File: src/hw/l2Params.svh
`ifndef L2_PARAMS_SVH
`define L2_PARAMS_SVH

// cache geometry, one line per index
`define L2_INDEX_BITS 6
`define L2_LINE_ADDR_BITS 26
`define L2_LINE_OFFSET_BITS 6
`define L2_QUARTERS 4
`define L2_QUARTER_LSB 4

// bus widths
`define RING_ADDR_BITS 48
`define RING_DATA_BITS 128
`define DDR_ADDR_BITS 32

// RAM window: bits 31:30 clear, bits 29:24 nonzero
`define L2_IS_RAM(a) ((a[31:30] == 2'b00) && (a[29:24] != 6'h00))

// low index bits of the line address folded with the next ones
`define L2_HASH(la) (la[`L2_INDEX_BITS-1:0] ^ la[2*`L2_INDEX_BITS-1:`L2_INDEX_BITS])

`endif

File: src/hw/tileArray.sv
`include "l2Params.svh"

module tileArray #(
	parameter type entryT = logic,
	parameter int indexBits = `L2_INDEX_BITS
) (
	input logic clock,
	input logic [indexBits-1:0] readIndex,
	output entryT readEntry,
	input logic writeEnable,
	input logic [indexBits-1:0] writeIndex,
	input entryT writeEntry
);

	localparam int depth = 1 << indexBits;

	entryT mem [0:depth-1];

	// read returns the old entry when both ports hit one index
	always_ff @(posedge clock)
	begin
		if (writeEnable)
		begin
			mem[writeIndex] <= writeEntry;
		end
		readEntry <= mem[readIndex];
	end

endmodule

File: config.mk
export PLATFORM = sky130hd
export DESIGN_NAME = tileArray
export DESIGN_NICKNAME = d
export VERILOG_FILES = /design/src/hw/tileArray.sv
export VERILOG_INCLUDE_DIRS = /design/src /design/src/hw
export SDC_FILE = /design/constraint.sdc
export NUM_CORES = 1
export LEC_CHECK = 0
export CAP_MARGIN = 0
export CORE_AREA = 2 2 81 83
export CTS_BUF_LIST = sky130_fd_sc_hd__clkbuf_4 sky130_fd_sc_hd__clkbuf_8 sky130_fd_sc_hd__clkbuf_16
export DETAILED_ROUTE_END_ITERATION = 16
export DIE_AREA = 0 0 83 85
export DONT_BUFFER_PORTS = 1
export PLACE_DENSITY_LB_ADDON = 0.15
export SLEW_MARGIN = 20
export SYNTH_ARGS = -nofsm -noshare
export SYNTH_HDL_FRONTEND = slang
export SYNTH_SLANG_ARGS = --single-unit
File: constraint.sdc
create_clock -name clock -period 2 [get_ports clock]
set_input_delay 0.1 -clock clock [delete_from_list [all_inputs] [get_ports clock]]
set_output_delay 0.1 -clock clock [all_outputs]
set_load 0.02 [all_outputs]
Word level (Yosys, flattened, before mapping) --
Memories as Yosys holds them, arrays and structs flattened. A register that Yosys moved wholly into a read port is not among the register bits. Cells that the tools add are included. W data, S select, Z words.
Storage, ports and cells: register bits 0, bits in writable memories 64, memories kept 1, logic and storage cells 3
Cells by class: muxes and demuxes 2
Memory list:
- mem | words 64, width 1, rd ports 1, clocked after Yosys merged registers in 1, wr ports 1, line tileArray.sv:17 | entryT mem [0:depth-1];
Operators with widths (count):
- $mux W1 | 2

Logic depth before layout (Yosys ltp) --
Gate-level depths: netlist of run 1.
depth in word-level cells 2, gate-level depth with buffers 6, gate-level depth less buffers 4

Worst setup path before layout of run 1 --
No wires, ideal clock.
path kind register -> register, start point memory mem[3] in the netlist's numbering, end point register readEntry, read port of mem, path buffers 0, stages on the path, launching flop included 5, slack 246 ps, data required time 1883 ps, library setup time 117 ps, clock period less this slack 1754 ps, data arrival time 1637 ps, path through edfxtp_1 > mux4_1 > mux4_2 > or2_0 > a32o_1
RTL lines:
- start, declared | line tileArray.sv:17
- end, declared | line tileArray.sv:9 | output entryT readEntry,

==> impl_results.md, run 1 <==
* Status: completed
* Antenna fix cells at 0
* Fin. Hold Viols at 0
* Post-synthesis cell area at between 0.002 and 0.003 mm^2
* Global-route wire length before repair at 9110 um
* CP Data Arrival Time at 2.10 ns
* Crit end category: flop
* Vias in the first global route at roughly 1,800
* Final Setup Violations at 0
* Detailed-route via count at 1,706
* Crit path launch: mem[5]$_DFFE_PP_
* DRT Pass-1 Iters at 4
* Multi-input logic area at around 920 um^2
* Global-route usage over all layers at about 18%
* Initial cell density of the core at between 40% and 50%
* FP Rows at 29
* Worst path max stage delay at between 0.5 and 0.6 ns
* Logic pwr share at under 10%
* MaxCap Viol Count at 0
* Final worst-path cycle share at 93.7%
* Most frequent cells in the layout: 67 x nor2_1, 64 x edfxtp_1, 10 x mux4_2
* Layout Skew at 0.00595 ns
* Non-Filler Instances at a little under 300
* Final Power at 2560 uW
* Worst hold path type: in2reg
* IO Port Bufs at 0
* Cell Int Power at 2030 uW
* Sequential area share after synthesis at 66.6%
* Post_cts resized at 0
* Synth warnings at 0
* Slew HR at 69.3%
* Syn_area_per_cell at roughly 14 um^2
* Nets at between 200 and 250
* Largest net degree at the start of global routing at 65
* Initial antenna violation count at 0
* Crit Path Class: reg2reg
* Max FO, Critical Path at 1
* Leak at about 0.00097 uW
* Die area at 0.00706 mm^2
* Clock sinks at 65
* CTS tree: yes
* CP cell instances: mux4_1 > mux4_2 > or2_0 > a32o_1
* CP max stage cell: mux4_1
* Worst-Skew Late Latency at 0.34 ns
* CP Capture Point: readEntry$_DFF_P_
* Clk root buf: clkbuf_8
* Yosys reg bits at 65
* RSZ-0062 raised after global routing: false
* Floorplan core area at around 0.0062 mm^2
* Tmin final at 1.87 ns
* Total global routing overflow at 0
* Drc violations at 0
* Hpwl dp at about 3600 um
* Register area at ~0.002 mm^2
* PD cells at around 800 mW/mm^2
* Die H at 85 um
* Most common cell after layout, fill and taps aside: nor2_1
* Placer Congestion at between 0.7 and 0.8
* # fillers at 524
* Achievable Freq at 534 MHz
* FF-to-FF End: readEntry$_DFF_P_
* Die width at 83 um
* Placed insts at 269
* Clock tree buffer depth at 2
* Net Sw Frac at around a fifth
* Clock slew at reported path FFs at ~0.060 ns
* DR vias/cell at between 5 and 6
* Library cells used by synthesis at 25
* Post-route ant nets at 0
* TritonCTS Buffers at 9
* Final wirelength at ~5800 um
* Ratio of cells with drive above 1 in the final layout at 12.1%
* Clock power frac at between 30% and 40%
* # H-tree levels at 3
* Actual slew at the worst max-slew pin at about 0.46 ns
* Synth-to-Final Area Change at 9.40%
* Mapped Cells at 204
* Worst R2R Start: mem[5]$_DFFE_PP_
* Critical Path RT at 2.23 ns
* Post-CTS setup buffer count at 0
* Ports at 16
* Worst setup SP type: flop
* FF-to-FF path depth at 4
* R2R Setup Slk at between 0.1 and 0.15 ns
* Peak VDD IR at 0.000553 V
* Iteration-0 DRC count of the detailed router at 214
* Part of the power in registers at roughly three fifths
* Psw at 530 uW
* Setup_tns at 0 ns
* Pins Over Slew Limit at 0
* Avg WL per Cell at 19.8 um
* Mapped Nets at 219
worst min-delay path by stage:
stage / to / slack [ns] / cells after the start / startpoint
final: mem[39]$_DFFE_PP_ / 0.03 / 2 / writeIndex[1]
after global routing: readEntry$_DFF_P_ / 0.03 / 2 / readIndex[5]
after CTS: mem[39]$_DFFE_PP_ / 0.02 / 2 / writeIndex[1]
after detailed placement: mem[21]$_DFFE_PP_ / 0.20 / 0 / writeEntry
after global placement: mem[21]$_DFFE_PP_ / 0.20 / 0 / writeEntry
after floorplan: mem[0]$_DFFE_PP_ / 0.20 / 0 / writeEntry
per-stage QoR:
step                      hold WS, ns  util [%]  worst slack, ns  cell area (um^2)
after floorplan                 0.199         -            0.246              2910
after global placement          0.203      47.7            0.186              2960
after detailed placement        0.203      47.7            0.123              2960
after CTS                      0.0171      51.4            0.112              3190
after global routing           0.0308      51.4           0.0835              3190
final                          0.0290      51.4            0.126              3190
registers in the layout (all words and copies together), names as in the netlist:
signal,flops
mem,64
readEntry,1
synth_stat cells:
cell / count / area, um^2
a32o_1: 1 / 10.0
edfxtp_1: 64 / 1920
a21boi_0: 1 / 7.51
buf_2: 1 / 5.00
dfxtp_1: 1 / 20.0
a21oi_1: 1 / 5.00
or3b_2: 1 / 8.76
mux4_2: 10 / 225
or2_0: 1 / 6.26
nand3b_1: 4 / 30.0
nor2_1: 67 / 251
nand4b_1: 1 / 8.76
a22oi_1: 2 / 15.0
nor2b_1: 5 / 31.3
nand2b_1: 2 / 12.5
mux4_1: 7 / 184
and2b_1: 1 / 7.51
nor3_1: 2 / 10.0
nand2_1: 7 / 26.3
buf_6: 1 / 11.3
a41oi_1: 1 / 8.76
nand4_1: 3 / 18.8
nand3_1: 9 / 45.0
or3_1: 1 / 6.26
clkbuf_1: 10 / 37.5
metal layers:
layer | track usage (%) | up-vias | share of wire, %
met5 | 0 | - | 0
met4 | 7.60 | 0 | 1.8
met2 | 29.0 | 59 | 50
met3 | 5.16 | 14 | 6.5
met1 | 22.3 | 856 | 42
li1 | - | 777 | -
worst max-delay path, delay by kind of cell (launching register included):
kind / cells / cell delay [ns]
AND/OR/NAND/NOR: 1 / 0.21
AO/OA/AOI/OAI: 1 / 0.20
multiplexers: 2 / 0.97
flip-flops: 1 / 0.38
cell families after synthesis:
| family | share of synthesized area [%] |
|---|---|
| muxes | 14.0 |
| DFF | 66.6 |
| AOI/OAI and AO/OA | 1.59 |
| buffers and inverters | 1.85 |
| and+or+nand+nor | 15.9 |
power groups by stage:
stage / Sequential (uW) / Combinational [uW] / Clock [uW]
after floorplan: 1540 / 109 / 0
after global placement: 1540 / 102 / 0
after detailed placement: 1540 / 103 / 0
after CTS: 1510 / 130 / 937
after global routing: 1510 / 142 / 1000
final: 1510 / 130 / 918
what timing repair did:
action | 4_1_cts | 5_1_grt
hold endpoints to repair | 67 | 0
hold buffers | 6 | 0
setup endpoints to repair | 0 | 0
cell type report:
| type | count | share of cell area, % |
|---|---|---|
| sequential | 65 | 60.9 |
| multi-input combinational | 127 | 28.8 |
| timing repair buffer | 6 | 2.20 |
| tap | 77 | 3.02 |
| clock inverter | 5 | 0.706 |
| clock buffer | 11 | 4.36 |
Note: power is estimated with default switching activity, not from simulation.
==> run 2: changes to the inputs <==
--- a/config.mk
+++ b/config.mk
@@ -6,11 +6,12 @@
 export SDC_FILE = /design/constraint.sdc
 export NUM_CORES = 1
 export LEC_CHECK = 0
+export ABC_AREA = 1
 export CAP_MARGIN = 0
-export CORE_AREA = 2 2 81 83
+export CORE_AREA = 2 2 83 85
 export CTS_BUF_LIST = sky130_fd_sc_hd__clkbuf_4 sky130_fd_sc_hd__clkbuf_8 sky130_fd_sc_hd__clkbuf_16
 export DETAILED_ROUTE_END_ITERATION = 16
-export DIE_AREA = 0 0 83 85
+export DIE_AREA = 0 0 85 87
 export DONT_BUFFER_PORTS = 1
 export PLACE_DENSITY_LB_ADDON = 0.15
 export SLEW_MARGIN = 20
==> run 2 against run 1 <==
Clock skew up 0.0078 ns. Worst setup slack better by 0.24 ns. Global-route usage rose by 3.7 points. Die area rose by 4.8%. Non-clock buffer count up 2. Final area up 6.0%. Hold slack better by 0.032 ns. Power rose by 21%. Clock-buffer cell count fell by 2. Critical endpoint unchanged. Largest power group unchanged.
==> impl_results.md, run 2 <==
* Status: completed
* Worst hold path type: in2reg
* Nets at 336 (+50%)
* Library cells used by synthesis at 14 (-44%)
* Final Power at 3100 uW (+21%)
* Leak at 0.00119 uW (+22%)
* Asr flop ratio synth at 0% (unchanged)
* Non-Filler Instances at 406 (+40%)
* WHS Path Cells at 3 (+1)
* Iteration-0 DRC count of the detailed router at 209 (-2.3%)
* Hold path start: writeIndex[0]
* Die H at 87 um (+2.4%)
* Drc violations at 0 (unchanged)
* Achievable Freq at 611 MHz (+14%)
* Met3 Use GR at 6.07% (+0.91 points)
* Floorplan core area at 0.00657 mm^2 (+5.9%)
* Pins Over Slew Limit at 0 (unchanged)
* Slew HR at 70.2% (+0.86 points)
* Antenna fix cells at 0 (unchanged)
* Vias in the first global route at 2,221 (+27%)
* Cell taking the most area after synthesis: edfxtp_1
* GR peak layer: met2
* # fillers at 614 (+17%)
* Mapped Cells at 314 (+54%)
* Tmin final at 1.64 ns (-0.237 ns)
* Number of synthesized flops with an enable pin at 64 (unchanged)
* Actual slew at the worst max-slew pin at 0.446 ns (-0.0129 ns)
* Final wirelength at 7130 um (+24%)
* Commonest cells post-synth: 86 x nand2_1, 64 x edfxtp_1, 61 x nand3_1, 61 x nor2_1, 14 x inv_1
* Hold worst-path end: mem[32]$_DFFE_PP_
* Crit end category: flop
* Post-Place Setup Slack at 0.771 ns (+0.649 ns)
* Top-area cell type share of the netlist area at 63.1% (-2.8 points)
* RSZ-0062 raised after global routing: false
* Fin. Hold Viols at 0 (unchanged)
* Yosys reg bits at 65 (unchanged)
* MaxCap Viol Count at 0 (unchanged)
* Setup_tns at 0 ns (unchanged)
* Synth warnings at 0 (unchanged)
* M1 GR Usage at 29.2% (+6.9 points)
* CP Data Arrival Time at 1.89 ns (-0.21 ns)
* Clk root buf: clkbuf_8
* Largest register FFs at 64 (unchanged)
* Final Setup Violations at 0 (unchanged)
* Global-route usage over all layers at 21.5% (+3.7 points)
* Worst-Skew Late Latency at 0.35 ns (about the same)
* Synth-to-Final Area Change at 10.9%
* Post-route ant nets at 0 (unchanged)
* Most frequent cells in the layout: 86 x nand2_1, 64 x edfxtp_1, 61 x nor2_1, 61 x nand3_1, 14 x inv_1
* Post-CTS setup buffer count at 0 (unchanged)
* Sequential area share after synthesis at 63.8% (-2.9 points)
* Detailed-route via count at 2,201 (+29%)
* Avg WL per Cell at 17.6 um (-11%)
* Total global routing overflow at 0 (unchanged)
* Placed insts at 382 (+42%)
* Multi-input logic area at 933 um^2 (+1.6%)
* Die area at 0.00740 mm^2 (+4.8%)
* Max FO, Critical Path at 1 (unchanged)
* PD cells at 917 mW/mm^2 (+14%)
* Global Route met2 Usage at 34.1% (+5.1 points)
* DR vias/cell at 5.42 (-7.5%)
* Finished Core Util at 51.4% (about the same)
* Clock slew at reported path FFs at 0.08 ns (+0.02 ns)
* Worst R2R Start: mem[33]$_DFFE_PP_
* Post-Synth Adder-Cell Area at 0% (unchanged)
* Mapped Nets at 329 (+50%)
* Post_cts resized at 0 (unchanged)
* TritonCTS Buffers at 9 (unchanged)
* Post-synthesis cell area at 0.00305 mm^2 (+4.5%)
* Clock sinks at 65 (unchanged)
* Top flop regs: mem x64, readEntry x1
* Die width at 85 um (+2.4%)
* Syn_area_per_cell at 9.70 um^2 (-32%)
* # H-tree levels at 3 (unchanged)
* Peak VDD IR at 0.000417 V (-25%)
* Final worst-path cycle share at 81.8% (-12 points)
* Ports at 16 (unchanged)
* IO Port Bufs at 0 (unchanged)
* Hpwl dp at 4280 um (+18%)
* Initial antenna violation count at 0 (unchanged)
* Complex-gate fraction of the synthesized area at 0% (-1.6 points)
* Layout Skew at 0.0138 ns (+0.00782 ns)
* Most common cell after layout, fill and taps aside: nand2_1
* Clock tree buffer depth at 2 (unchanged)
* FF-to-FF End: readEntry$_DFF_P_
* Combinational family with the most area after synthesis: simple AND/OR/NAND/NOR gates
* FF-to-FF path depth at 9 (+5)
* Global-route wire length before repair at 11,700 um (+28%)
* Initial cell density of the core at 46.4% (-0.60 points)
* Register area at 0.00194 mm^2 (unchanged)
* Largest register by flop count: mem
* DRT Pass-1 Iters at 4 (unchanged)
* FP Rows at 30 (+3.4%)
* Top-count cell post-synth: nand2_1
* Placer Congestion at 0.843 (+15%)
* CTS tree: yes
* Ratio of cells with drive above 1 in the final layout at 5.83% (-6.3 points)
* Post-synthesis mux area share at 0% (-14 points)
* Largest net degree at the start of global routing at 65 (unchanged)
* Crit Path Class: reg2reg
* Critical Path RT at 2.25 ns (+0.02 ns)
* Worst setup SP type: flop
* Final setup margin at 0.363 ns (+0.237 ns)
* Predominant post-synthesis flop cell: edfxtp_1
* R2R Setup Slk at 0.36 ns (+0.24 ns)
* Leading post-synthesis cells by cell area: edfxtp_1 63%, nand2_1 11%, nand3_1 10%, nor2_1 7.5%, buf_6 2.2%
* XOR/XNOR Fraction of Synth Area at 0% (unchanged)
* Synth Area in Simple Gates at 30.6% (+15 points)
==> run 2: cell types whose count changed in the layout (fill, tap and decap cells not counted), moves of 6 or more <==
cell,before,now
mux4_1,7,0
inv_1,0,14
nand2_1,7,86
nor2_1,67,61
nand3_1,9,61
mux4_2,10,0
==> run 2: metal layers <==
| metal | wire length [um] | share of wire [%] | vias up |
|---|---|---|---|
| met5 | 0 | 0 | - |
| met3 | 498 | 7.0 | 9 |
| met4 | 89 | 1.2 | 0 |
| met2 | 3480 | 49 | 71 |
| li1 | - | - | 1080 |
| met1 | 3070 | 43 | 1041 |
==> run 2: what timing repair did <==
| item | CTS | global route |
|---|---|---|
| endpoints found under the hold margin | 69 | 0 |
| hold buffers | 8 | 0 |
| setup endpoints to repair | 0 | 0 |
==> run 2: critical path, stage by stage (launching register included) <==
cell and delay (ns):
edfxtp_1 0.37, nand2_1 0.07, nand3_1 0.08, nand3_1 0.09, nand2_1 0.10, nand2_1 0.08
nand3_1 0.08, nand3_1 0.07, dlygate4sd3_1 0.56, nand2_1 0.05
==> run 2: where the power goes <==
| group | switching (uW) | total (uW) | internal [uW] |
|---|---|---|---|
| sequential | 6.17 | 1510 | 1500 |
| combinational | 124 | 182 | 57.3 |
| clock | 565 | 1410 | 841 |
==> run 2: worst max-delay path by stage <==
stage	start	to	slack (ns)	cells after the start
final	mem[33]$_DFFE_PP_	readEntry$_DFF_P_	0.36	9
after global routing	mem[17]$_DFFE_PP_	readEntry$_DFF_P_	0.23	9
after floorplan	writeEnable	mem[34]$_DFFE_PP_	1.00	3
after CTS	mem[17]$_DFFE_PP_	readEntry$_DFF_P_	0.37	9
after global placement	writeIndex[0]	mem[41]$_DFFE_PP_	0.77	4
after detailed placement	writeIndex[0]	mem[41]$_DFFE_PP_	0.77	4
==> run 2: area by class of cell <==
cell class                 count  share of cell area (%)
tap                           80                    2.96
sequential                    65                    57.5
timing repair buffer           8                    2.67
multi-input combinational    221                    27.6
inverter                      16                    1.93
clock inverter                 7                    3.67
clock buffer                   9                    3.67
==> run 2: cell families after synthesis <==
logic type | after synthesis
and+or+nand+nor | 221
DFF | 65
buffers and inverters | 28
==> run 2: through the flow <==
step	area [um^2]	hold slack [ns]
floorplan	3050	0.199
global placement	3040	0.203
detailed placement	3040	0.203
CTS	3380	0.0487
global route	3380	0.0626
finish	3380	0.0611
