File: config.mk
export PLATFORM = sky130hd
export DESIGN_NAME = l2RingResponder
export DESIGN_NICKNAME = d
export VERILOG_FILES = /design/src/hw/ringPkg.sv /design/src/hw/l2RingResponder.sv
export VERILOG_INCLUDE_DIRS = /design/src /design/src/hw
export SDC_FILE = /design/constraint.sdc
export NUM_CORES = 1
export LEC_CHECK = 0
export BUFFER_PORTS_ARGS = -buffer_cell sky130_fd_sc_hd__buf_2
export CORE_MARGIN = 5
export CORE_UTILIZATION = 44
export CTS_CLUSTER_DIAMETER = 30
export DETAILED_ROUTE_END_ITERATION = 16
export GPL_TIMING_DRIVEN = 1
export PLACE_DENSITY = 0.71
export SLEW_MARGIN = 20
export SYNTH_ARGS = -nofsm -noshare
export SYNTH_HDL_FRONTEND = slang
export SYNTH_SLANG_ARGS = --single-unit
File: constraint.sdc
create_clock -name clock -period 2.47 [get_ports clock]
set_input_delay 0.494 -clock clock [delete_from_list [all_inputs] [get_ports clock]]
set_output_delay 0.494 -clock clock [all_outputs]
set_load 0.02 [all_outputs]
File: src/hw/l2Params.svh
`ifndef L2_PARAMS_SVH
`define L2_PARAMS_SVH

// cache geometry, one line per index
`define L2_INDEX_BITS 6
`define L2_LINE_ADDR_BITS 26
`define L2_LINE_OFFSET_BITS 6
`define L2_QUARTERS 4
`define L2_QUARTER_LSB 4

// bus widths
`define RING_ADDR_BITS 48
`define RING_DATA_BITS 128
`define DDR_ADDR_BITS 32

// RAM window: bits 31:30 clear, bits 29:24 nonzero
`define L2_IS_RAM(a) ((a[31:30] == 2'b00) && (a[29:24] != 6'h00))

// low index bits of the line address folded with the next ones
`define L2_HASH(la) (la[`L2_INDEX_BITS-1:0] ^ la[2*`L2_INDEX_BITS-1:`L2_INDEX_BITS])

`endif

File: src/hw/ringPkg.sv
`include "l2Params.svh"

package ringPkg;

	// one ring slot, moves every cycle
	typedef struct packed {
		logic [15:0] seq;
		logic [15:0] opm;
		logic [`RING_ADDR_BITS-1:0] addr;
		logic [`RING_DATA_BITS-1:0] data;
	} ringFlitT;

	// opcodes live in opm[7:0]
	localparam logic [7:0] OPM_IDLE = 8'h00;
	localparam logic [7:0] OPM_LDX = 8'h93;
	localparam logic [7:0] OPM_STX = 8'h97;

	// responses, bits 7:6 = 01, low nibble carries the requester tag
	localparam logic [7:0] OPM_OKLD = 8'h60;
	localparam logic [7:0] OPM_OKST = 8'h70;

endpackage

File: src/hw/l2RingResponder.sv
`include "l2Params.svh"

module l2RingResponder (
	input logic clock,
	input logic reset,
	input ringPkg::ringFlitT ringIn,
	input logic served,
	input logic [`RING_DATA_BITS-1:0] respData,
	output ringPkg::ringFlitT ringOut
);
	import ringPkg::*;

	localparam ringFlitT idleFlit = '{
		seq: '0,
		opm: {8'h00, OPM_IDLE},
		addr: '0,
		data: '0
	};

	ringFlitT flitD1;
	ringFlitT flitD2;
	ringFlitT response;

	// flitD2 lines up with the lookup result
	always_comb
	begin
		response = flitD2;
		if (served)
		begin
			if (flitD2.opm[7:0] == OPM_STX)
			begin
				response.opm[7:0] = OPM_OKST;
			end
			else
			begin
				response.opm[7:0] = OPM_OKLD;
				response.data = respData;
			end
			// requester tag back into the low nibble
			response.opm[3:0] = flitD2.opm[11:8];
		end
	end

	always_ff @(posedge clock)
	begin
		if (reset)
		begin
			flitD1 <= idleFlit;
			flitD2 <= idleFlit;
			ringOut <= idleFlit;
		end
		else
		begin
			flitD1 <= ringIn;
			flitD2 <= flitD1;
			ringOut <= response;
		end
	end

endmodule

**Word-level counts from Yosys, hierarchy flattened**

Index checks and enable logic that the tools add are counted.

- Flip-flop bits (word level): 624
- Bits of input ports: 339
- Output and inout bits: 208
- Logic and storage cells: 17

- Equality and inequality tests: 1
- Muxes and demuxes: 4

Operator list:

| cell | number |
|---|---|
| two-way mux 128 bit | 2 |
| equality test 8 bit (second input constant) | 1 |
| two-way mux 8 bit | 1 |
| two-way mux 5 bit | 1 |

**Longest topological paths before layout**

Gate-level depths: netlist (run 1).

- Word-level depth: 3
- Mapped depth: 5
- Gate-level depth less buffers: 3

**Worst setup path before layout (run 1)**

OpenSTA, ideal clock, no wires.

- Kind: input-to-reg
- Start: input served
- End: register ringOut[107] (netlist bit)
- Library setup time: 0.072 ns
- Arrival time: 1.356 ns
- Required time: 2.398 ns
- Path slack: 1.043 ns
- Stages on the path: 5
- Buffers on the path: 3
- Cells stage by stage: buf_4 -> a21boi_4 -> buf_6 -> buf_8 -> mux2i_1

- Cells in the longest elaborated chain, start to end: 1

Ends and longest elaborated chain:

| element | line | RTL |
|---|---|---|
| start, declared | l2RingResponder.sv:7 | `input logic served,` |
| two-way mux 128 bit | l2RingResponder.sv:28 | `if (served)` |
| end signal, assigned | l2RingResponder.sv:50 | `ringOut <= idleFlit;` |
| end signal, assigned | l2RingResponder.sv:56 | `ringOut <= response;` |
| end, declared | l2RingResponder.sv:9 | `output ringPkg::ringFlitT ringOut` |

No other way between the ends.
A chain may end at the register's enable or synchronous reset.

**Final worst setup path (run 1)**

- Start: register flitD2[179] (netlist bit)
- End: register ringOut[31] (netlist bit)

- Cells in the longest elaborated chain, start to end: 3

Ends and longest elaborated chain:

| element | line | RTL |
|---|---|---|
| start, declared | l2RingResponder.sv:21 | `ringFlitT flitD2;` |
| start signal, assigned | l2RingResponder.sv:49 | `flitD2 <= idleFlit;` |
| start signal, assigned | l2RingResponder.sv:55 | `flitD2 <= flitD1;` |
| equality test 8 bit | l2RingResponder.sv:30 | `if (flitD2.opm[7:0] == OPM_STX)` |
| two-way mux 128 bit | l2RingResponder.sv:30 |  |
| two-way mux 128 bit | l2RingResponder.sv:28 |  |

No other way between the ends.

==> impl_metrics.py, run 1 <==
metrics = {
    "finish": {
        "fin_nets": 2528,
        "design_area_um2": 26000,
        "area_growth_pct": 35.65,
        "drive_gt1_share_pct": 33.29,
        "seqCellArea_um2": 12490,
        "fillers": 3517,
        "multi_input_area_um2": 6078,
    },
    "synth": {
        "syn_area_um2": 19170,
        "syn_inst": 1614,
        "synth_common_cells": "dfxtp_1, nor2b_1, nand2b_1",
        "ys_types": 17,
        "synth.most_common_cell": "dfxtp_1",
        "ys.flop_type": "dfxtp_1",
        "synth_edf_count": 0,
        "ys_async_sr_fraction_pct": 0,
        "netlist_top_cells_area": "dfxtp_1, nor2b_1, nand2b_1",
        "syn_nets": 1953,
        "synth_top_area_share_pct": 65.17,
        "yosysWarnings": 0,
        "postSynthAreaPerCell_um2": 11.88,
        "ys_ff_latch": 624,
        "ys_seq_area_share_pct": 65.17,
        "synth_top_area_cell": "dfxtp_1",
    },
    "clocking": {
        "htreeDepth": 3,
        "cts_buffers": 105,
        "clk_root_buffer_cell": "clkbuf_16",
        "cts_tree": "yes",
        "clkTransAtPathRegs_ns": 0.06,
        "cts.sinks": 624,
        "hold_buffers": 0,
        "clockBufferDepth": 3,
        "cts_setup_buffers": 0,
        "ctsResizeCount": 0,
        "clk_latency_ns": 0.63,
    },
    "flow_run": {
        "max_cap_violations": 0,
    },
    "power_and_ir_drop": {
        "cell_internal_pwr_mw": 20.60,
        "p_leak_nw": 11.83,
        "powerDensity_nw_per_um2": 1019,
        "switching_share_pct": 22.28,
        "ir_drop_v": 0.0006682,
        "power_frac_comb_pct": 5.4,
        "power_frac_seq_pct": 40.3,
        "p_total_mw": 26.50,
        "clkPwrFrac_pct": 54.4,
        "power_switching_mw": 5.906,
    },
    "drt": {
        "wire_per_inst_um": 15.79,
        "wl_um": 45510,
        "via_per_inst": 4.255,
        "drtIter0Drc": 452,
        "vias": 12260,
        "ant_nets": 0,
        "first_pass_iters": 5,
        "drc_errors": 0,
    },
    "worst_setup_path": {
        "worstPathMaxFanout": 79,
        "path_cells": "and4bb_4 > a21boi_4 > buf_12 > mux2i_1",
        "crit_family": "buffers and inverters",
        "crit_buf_inv": 1,
        "crit_path_start": "flitD2[179]",
        "endpoint_kind": "flop",
        "reg2reg_from": "flitD2[179]",
        "cp.required_ns": 3.00,
        "critPathLaunchType": "flop",
        "cpMaxStageDelayCell": "buf_12",
        "cp.arrival_ns": 2.25,
        "path_class": "flop to flop",
        "cp_slowest_stage_delay_ns": 0.45,
    },
    "timing": {
        "rsz0062_at_grt": "false",
        "period_needed_ns": 1.714,
        "hold_viol": 0,
        "timing.fmax_mhz": 583.5,
        "drv_slew": 0,
        "fin_tns_setup_ns": 0,
        "worst_slew_pin_slew_ns": 0.5920,
        "fin_skew_ns": 0.01449,
        "min_period_over_period_pct": 69.39,
        "setup_viol": 0,
        "slew_headroom_pct": 60.54,
    },
    "floorplanning": {
        "die_height_um": 218.7,
        "die_area_um2": 47840,
        "start_util_pct": 44.50,
        "rows": 76,
        "io_pins": 547,
        "coreArea_um2": 43080,
        "die_width_um": 218.7,
    },
    "status": {
        "status": "finished clean",
    },
    "placement": {
        "place_area_um2": 22340,
        "dp.final_hpwl_um": 32150,
        "portBuffers": 546,
        "gp_congestion": 0.8227,
    },
    "global_route": {
        "grt_usage_pct": 18.46,
        "antenna_found_initial": 23,
        "gr-total-overflow": 0,
        "grt_pass1_wl_um": 68840,
        "grt_pass1_vias": 12710,
        "grt_max_degree": 101,
    },
    "hold_path": {
        "min-delay-start": "ringIn[153]",
        "holdCritPathClass": "input pin to flop",
    },
}
==> state kept, by name, indices dropped and copies added (netlist names) <==
signal	cells
flitD2	208
flitD1	208
ringOut	208
==> through the flow <==
step	setup slack, ns	instances	hold WS [ns]	util [%]
2_1_floorplan	1.043	1614	0.4138	-
6_report	0.7561	2882	0.06926	60.37
5_1_grt	0.6685	2873	0.03187	60.31
4_1_cts	0.7217	2862	0.01782	60.25
3_5_place_dp	0.5843	2667	0.4204	51.86
3_3_place_gp	0.6461	2667	0.4170	51.86
==> power by group through the flow <==
stage	combinational (mW)	sequential (mW)	clock, mW
after floorplan	0.683	11.0	0
after global placement	1.41	10.9	0
after detailed placement	1.43	10.9	0
after CTS	1.44	10.7	14.7
after global routing	1.55	10.7	15.3
final	1.42	10.7	14.4
==> cell families (layout without fill, tap and decap cells) <==
kind of cell / Yosys count / after routing / synth area share, %
buffers and inverters: 99 / 762 / 3.126
AND/OR/NAND/NOR: 757 / 757 / 24.69
AO/OA/AOI/OAI: 2 / 2 / 0.1240
flip-flops: 624 / 624 / 65.17
other: 0 / 20 / 0
multiplexers: 132 / 132 / 6.893
==> metal layers <==
layer / global-route usage (%) / routed length [µm] / vias to the layer above
met3: 8.159 / 4393 / 107
met5: 0 / 99 / -
met2: 29.80 / 21660 / 418
li1: - / - / 6192
met4: 9.001 / 1547 / 12
met1: 20.93 / 17810 / 5533
==> final cells by class <==
class	count	area share (%)
antenna	20	0.1925
clock buffer	118	10.57
clock inverter	77	3.330
multi-input combinational	891	23.37
timing repair buffer	567	11.68
tap	585	2.815
sequential	624	48.04
==> cells in the final DEF, fill, tap and decap left out, types with 2 or more instances in the layout <==
cell type     n
nor2b_1     488
buf_12       11
inv_6        15
clkbuf_1      7
nor2_1        8
clkbuf_16   106
bufinv_16    12
nand2b_1    257
buf_4        10
clkinvlp_4   13
diode_2      20
clkbuf_8      5
inv_8         2
mux2i_1     132
buf_2       545
dfxtp_1     624
clkinv_2     19
clkinv_4     14
==> final timing paths <==
check | end | slack [ns] | cells past startpoint
hold / removal | flitD1[153] | 0.07 | 2
hold reg to reg | ringOut[206] | 0.42 | 1
setup reg to reg | ringOut[31] | 0.76 | 4
setup / recovery | ringOut[31] | 0.76 | 4
Power figures use the tool's default switching activity.
==> run 2: changes to the inputs <==
--- a/config.mk
+++ b/config.mk
@@ -12,7 +12,7 @@
 export CTS_CLUSTER_DIAMETER = 30
 export DETAILED_ROUTE_END_ITERATION = 16
 export GPL_TIMING_DRIVEN = 1
-export PLACE_DENSITY = 0.71
+export PLACE_DENSITY = 0.74
 export SLEW_MARGIN = 20
 export SYNTH_ARGS = -nofsm -noshare
 export SYNTH_HDL_FRONTEND = slang
==> constraint.sdc (replaced) <==
create_clock -name clock -period 1.5 [get_ports clock]
set_input_delay 0.3 -clock clock [delete_from_list [all_inputs] [get_ports clock]]
set_output_delay 0.3 -clock clock [all_outputs]
set_load 0.02 [all_outputs]
==> impl_metrics.py, run 2 (synthesized netlist as in run 1, its figures left out) <==
metrics = {
    "drt": {
        "via_per_inst": 4.498,
        "vias": 14560,
        "ant_nets": 0,
        "drc_errors": 0,
        "drtIter0Drc": 636,
        "first_pass_iters": 5,
        "wl_um": 60270,
        "wire_per_inst_um": 18.61,
    },
    "finish": {
        "top_regs": "flitD1 (208), flitD2 (208), ringOut (208)",
        "fin_nets": 2897,
        "area_growth_pct": 55.98,
        "drive_gt1_share_pct": 30.26,
        "layout_commonest_cell": "dfxtp_1",
        "utilization_pct": 69.41,
        "final_cell_mix": "dfxtp_1, buf_2, nor2b_1, dlygate4sd3_1, nand2b_1",
    },
    "status": {
        "violations": "setup timing",
        "status": "finished, violations left",
    },
    "timing": {
        "hold_viol": 0,
        "fin_ws_ns": -0.1030,
        "slew_headroom_pct": 71.26,
        "worst_slew_pin_slew_ns": 0.4311,
        "period_needed_ns": 1.603,
        "min_period_over_period_pct": 106.9,
        "drv_slew": 0,
        "rsz0062_at_grt": "true",
        "timing.fmax_mhz": 623.8,
        "fin_skew_ns": 0.02320,
        "setup_viol": 20,
    },
    "clocking": {
        "clkTransAtPathRegs_ns": 0.05,
        "htreeDepth": 3,
        "clk_root_buffer_cell": "clkbuf_16",
        "cts_buffers": 106,
        "cts.sinks": 624,
        "cts_tree": "yes",
        "clk_latency_ns": 0.63,
        "clockBufferDepth": 3,
    },
    "placement": {
        "pre_cts_slack_ns": 0.06026,
        "portBuffers": 546,
        "gp_congestion": 0.8763,
        "dp.final_hpwl_um": 32520,
    },
    "floorplanning": {
        "die_area_um2": 47840,
        "rows": 76,
        "coreArea_um2": 43080,
        "die_width_um": 218.7,
        "die_height_um": 218.7,
        "start_util_pct": 44.50,
        "io_pins": 547,
    },
    "worst_setup_path": {
        "r2r_slack_ns": -0.10,
        "rr_worst_depth": 5,
        "worstPathMaxFanout": 8,
        "critPathLaunchType": "flop",
        "endpoint_kind": "flop",
        "timing.rr.end": "ringOut[68]",
        "cp.arrival_ns": 2.12,
        "cp.required_ns": 2.02,
        "reg2reg_from": "flitD2[179]",
        "path_class": "flop to flop",
    },
    "global_route": {
        "antenna_found_initial": 9,
        "grt_pass1_wl_um": 89120,
        "gr-total-overflow": 0,
        "grt_pass1_vias": 16210,
        "grt_max_degree": 77,
        "grt_usage_pct": 23.82,
    },
    "power_and_ir_drop": {
        "p_total_mw": 45.50,
        "ir_drop_v": 0.001352,
        "powerDensity_nw_per_um2": 1522,
        "p_leak_nw": 13.48,
    },
    "flow_run": {
        "max_cap_violations": 0,
    },
    "hold_path": {
        "hold_end": "ringOut[183]",
        "whs_path_depth": 3,
        "min-delay-start": "served",
        "holdCritPathClass": "input pin to flop",
    },
}
## run 2: cell count changes in the layout (fill, tap and decap cells not counted), moves of 3 or more
cell	before	now
dlygate4sd3_1	0	339
buf_4	10	25
diode_2	20	9
mux2i_1	132	123
buf_12	11	19
buf_6	0	8
mux2i_2	0	7
buf_2	545	539
clkinv_4	14	8
clkbuf_16	106	111
dfxtp_1	624	619
dfxtp_2	0	5
inv_8	2	7
inv_6	15	12
## run 2: worst max-delay path by stage
stage,start,end,cells past startpoint
final,flitD2[179],ringOut[68],5
after global routing,flitD2[179],ringOut[68],5
after CTS,ringOut[28],ringOut[28],1
after detailed placement,flitD2[179],ringOut[62],5
after global placement,flitD2[179],ringOut[82],5
after floorplan,flitD2[179],ringOut[107],5
## run 2: timing repair
action                                  4_1_cts  5_1_grt
hold buffers                                339        0
resized for setup                             4       28
cloned                                        0        4
buffers inserted                              0        2
endpoints found under the setup margin        3       62
hold endpoints to repair                    337        0
## run 2: metal layers
metal,part of all wire [%],track usage (%),vias to the layer above
li1,-,-,6903
met1,36,24.54,6842
met2,52,43.51,615
met3,6.9,7.425,200
met4,4.8,12.02,4
met5,0.045,0,-
## run 2: metrics by stage
| step | cells | cell area (µm²) | hold WS, ns | TNS [ns] |
|---|---|---|---|---|
| 2_1_floorplan | 1614 | 19170 | 0.4138 | 0 |
| 3_3_place_gp | 2690 | 22600 | 0.4148 | 0 |
| 3_5_place_dp | 2690 | 22600 | 0.4204 | 0 |
| 4_1_cts | 3223 | 29670 | 0.03188 | 0 |
| 5_1_grt | 3236 | 29900 | 0.06570 | -3.226 |
| 6_report | 3238 | 29900 | 0.08507 | -0.5442 |
## run 2: worst max-delay path, cell delays in order, from the launching register on
cell,delay (ns)
dfxtp_2,0.33
and4bb_4,0.24
a21boi_4,0.20
buf_12,0.21
buf_4,0.21
mux2i_1,0.31
## run 2: final cells by class
type	instances	area [µm²]
clock buffer	121	2823
timing repair buffer	935	6849
fill	2723	13180
sequential	624	12500
tap	585	732.0
clock inverter	73	847.1
antenna	9	22.52
multi-input combinational	891	6130
## run 2: power by group
group	switching, mW	internal [mW]	leakage [nW]
sequential	0.234	17.4	5.15
combinational	1.55	1.82	6.55
clock	8.64	15.9	1.77
total	10.4	35.1	13.5
==> run 3: changes to the inputs <==
--- a/config.mk
+++ b/config.mk
@@ -6,14 +6,13 @@
 export SDC_FILE = /design/constraint.sdc
 export NUM_CORES = 1
 export LEC_CHECK = 0
-export BUFFER_PORTS_ARGS = -buffer_cell sky130_fd_sc_hd__buf_2
 export CORE_MARGIN = 5
 export CORE_UTILIZATION = 44
 export CTS_CLUSTER_DIAMETER = 30
 export DETAILED_ROUTE_END_ITERATION = 16
+export DONT_BUFFER_PORTS = 1
 export GPL_TIMING_DRIVEN = 1
-export PLACE_DENSITY = 0.74
-export SLEW_MARGIN = 20
+export PLACE_DENSITY = 0.63
 export SYNTH_ARGS = -nofsm -noshare
 export SYNTH_HDL_FRONTEND = slang
 export SYNTH_SLANG_ARGS = --single-unit
==> impl_metrics.py, run 3 <==
metrics = {
    "placement": {
        "place_area_um2": 19480,
        "portBuffers": 0,
        "dp.final_hpwl_um": 28790,
        "gp_congestion": 0.8245,
    },
    "synth": {
        "synth.most_common_cell": "dfxtp_1",
        "ys_seq_area_share_pct": 65.17,
        "ys_ff_latch": 624,
        "synth_common_cells": "dfxtp_1, nor2b_1, nand2b_1",
        "syn_inst": 1614,
        "netlist_top_cells_area": "dfxtp_1, nor2b_1, nand2b_1",
        "ys_async_sr_fraction_pct": 0,
        "synth_top_area_share_pct": 65.17,
        "synth_top_area_cell": "dfxtp_1",
        "synth_edf_count": 0,
        "ys_types": 17,
        "syn_area_um2": 19170,
        "ys.flop_type": "dfxtp_1",
        "postSynthAreaPerCell_um2": 11.88,
        "yosysWarnings": 0,
        "syn_nets": 1953,
    },
    "status": {
        "status": "stopped before the end",
        "tool.error": "[ERROR RSZ-0060] Max buffer count reached.",
        "lastStage": "clock tree synthesis",
    },
    "clocking": {
        "clockBufferDepth": 3,
        "htreeDepth": 3,
        "ctsResizeCount": 4,
        "clk_root_buffer_cell": "clkbuf_16",
        "cts_setup_buffers": 0,
        "cts_buffers": 109,
        "cts.sinks": 624,
        "hold_buffers": 465,
    },
    "floorplanning": {
        "die_height_um": 218.7,
        "start_util_pct": 44.50,
        "die_width_um": 218.7,
        "rows": 76,
        "io_pins": 547,
    },
}
## run 3: cell counts after synthesis
Identical to the previous run, type by type.
## run 3: logic make-up after synthesis
kind of cell	share of synthesized area, %
compound gates	0.1240
mux	6.893
flops	65.17
simple gates	24.69
buf+inv	3.126
## run 3: per-stage QoR
stage / setup TNS [ns] / setup slack, ns / instances
after detailed placement: -0.005766 / -0.003191 / 2119
after global placement: 0 / 0.05359 / 2119
after floorplan: 0 / 0.2378 / 1614
==> run 4: changes to the inputs <==
--- a/config.mk
+++ b/config.mk
@@ -7,12 +7,11 @@
 export NUM_CORES = 1
 export LEC_CHECK = 0
 export CORE_MARGIN = 5
-export CORE_UTILIZATION = 44
-export CTS_CLUSTER_DIAMETER = 30
+export CORE_UTILIZATION = 29
 export DETAILED_ROUTE_END_ITERATION = 16
 export DONT_BUFFER_PORTS = 1
 export GPL_TIMING_DRIVEN = 1
-export PLACE_DENSITY = 0.63
+export PLACE_DENSITY_LB_ADDON = 0.15
 export SYNTH_ARGS = -nofsm -noshare
 export SYNTH_HDL_FRONTEND = slang
 export SYNTH_SLANG_ARGS = --single-unit
==> constraint.sdc (replaced) <==
create_clock -name clock -period 2 [get_ports clock]
set_input_delay 0.4 -clock clock [delete_from_list [all_inputs] [get_ports clock]]
set_output_delay 0.4 -clock clock [all_outputs]
set_load 0.02 [all_outputs]
==> impl_metrics.py, run 4 <==
metrics = {
    "synth": {
        "netlist_top_cells_area": "dfxtp_1, nor2b_1, nand2b_1",
        "syn_inst": 1614,
        "ys_async_sr_fraction_pct": 0,
        "yosysWarnings": 0,
        "synth_common_cells": "dfxtp_1, nor2b_1, nand2b_1",
        "synth_edf_count": 0,
        "ys_types": 17,
        "synth_top_area_share_pct": 65.17,
        "syn_area_um2": 19170,
        "postSynthAreaPerCell_um2": 11.88,
        "ys_ff_latch": 624,
        "synth_top_area_cell": "dfxtp_1",
        "synth.most_common_cell": "dfxtp_1",
        "ys_seq_area_share_pct": 65.17,
        "syn_nets": 1953,
        "ys.flop_type": "dfxtp_1",
    },
    "clocking": {
        "clk_root_buffer_cell": "clkbuf_16",
        "hold_buffers": 502,
        "cts.sinks": 624,
        "cts_buffers": 71,
        "cts_setup_buffers": 0,
        "ctsResizeCount": 0,
        "htreeDepth": 3,
        "clockBufferDepth": 3,
    },
    "placement": {
        "dp.final_hpwl_um": 30950,
        "portBuffers": 0,
        "gp_congestion": 0.7664,
    },
    "floorplanning": {
        "rows": 94,
        "die_height_um": 267.1,
        "die_width_um": 267.1,
        "start_util_pct": 29.21,
        "io_pins": 547,
    },
    "status": {
        "lastStage": "clock tree synthesis",
        "tool.error": "[ERROR RSZ-0060] Max buffer count reached.",
        "status": "stopped before the end",
    },
}
## run 4: cell counts after synthesis
Identical to the previous run, type by type.
## run 4: cells by family after synthesis
kind of cell           synth area share [%]
AOI/OAI and AO/OA                    0.1240
buffers and inverters                 3.126
DFF                                   65.17
muxes                                 6.893
and+or+nand+nor                       24.69
## run 4: metrics by stage
stage | cell area [µm²] | cells | setup WS [ns]
after detailed placement | 19760 | 2385 | 0.3550
after global placement | 19760 | 2385 | 0.3987
after floorplan | 19170 | 1614 | 0.6669
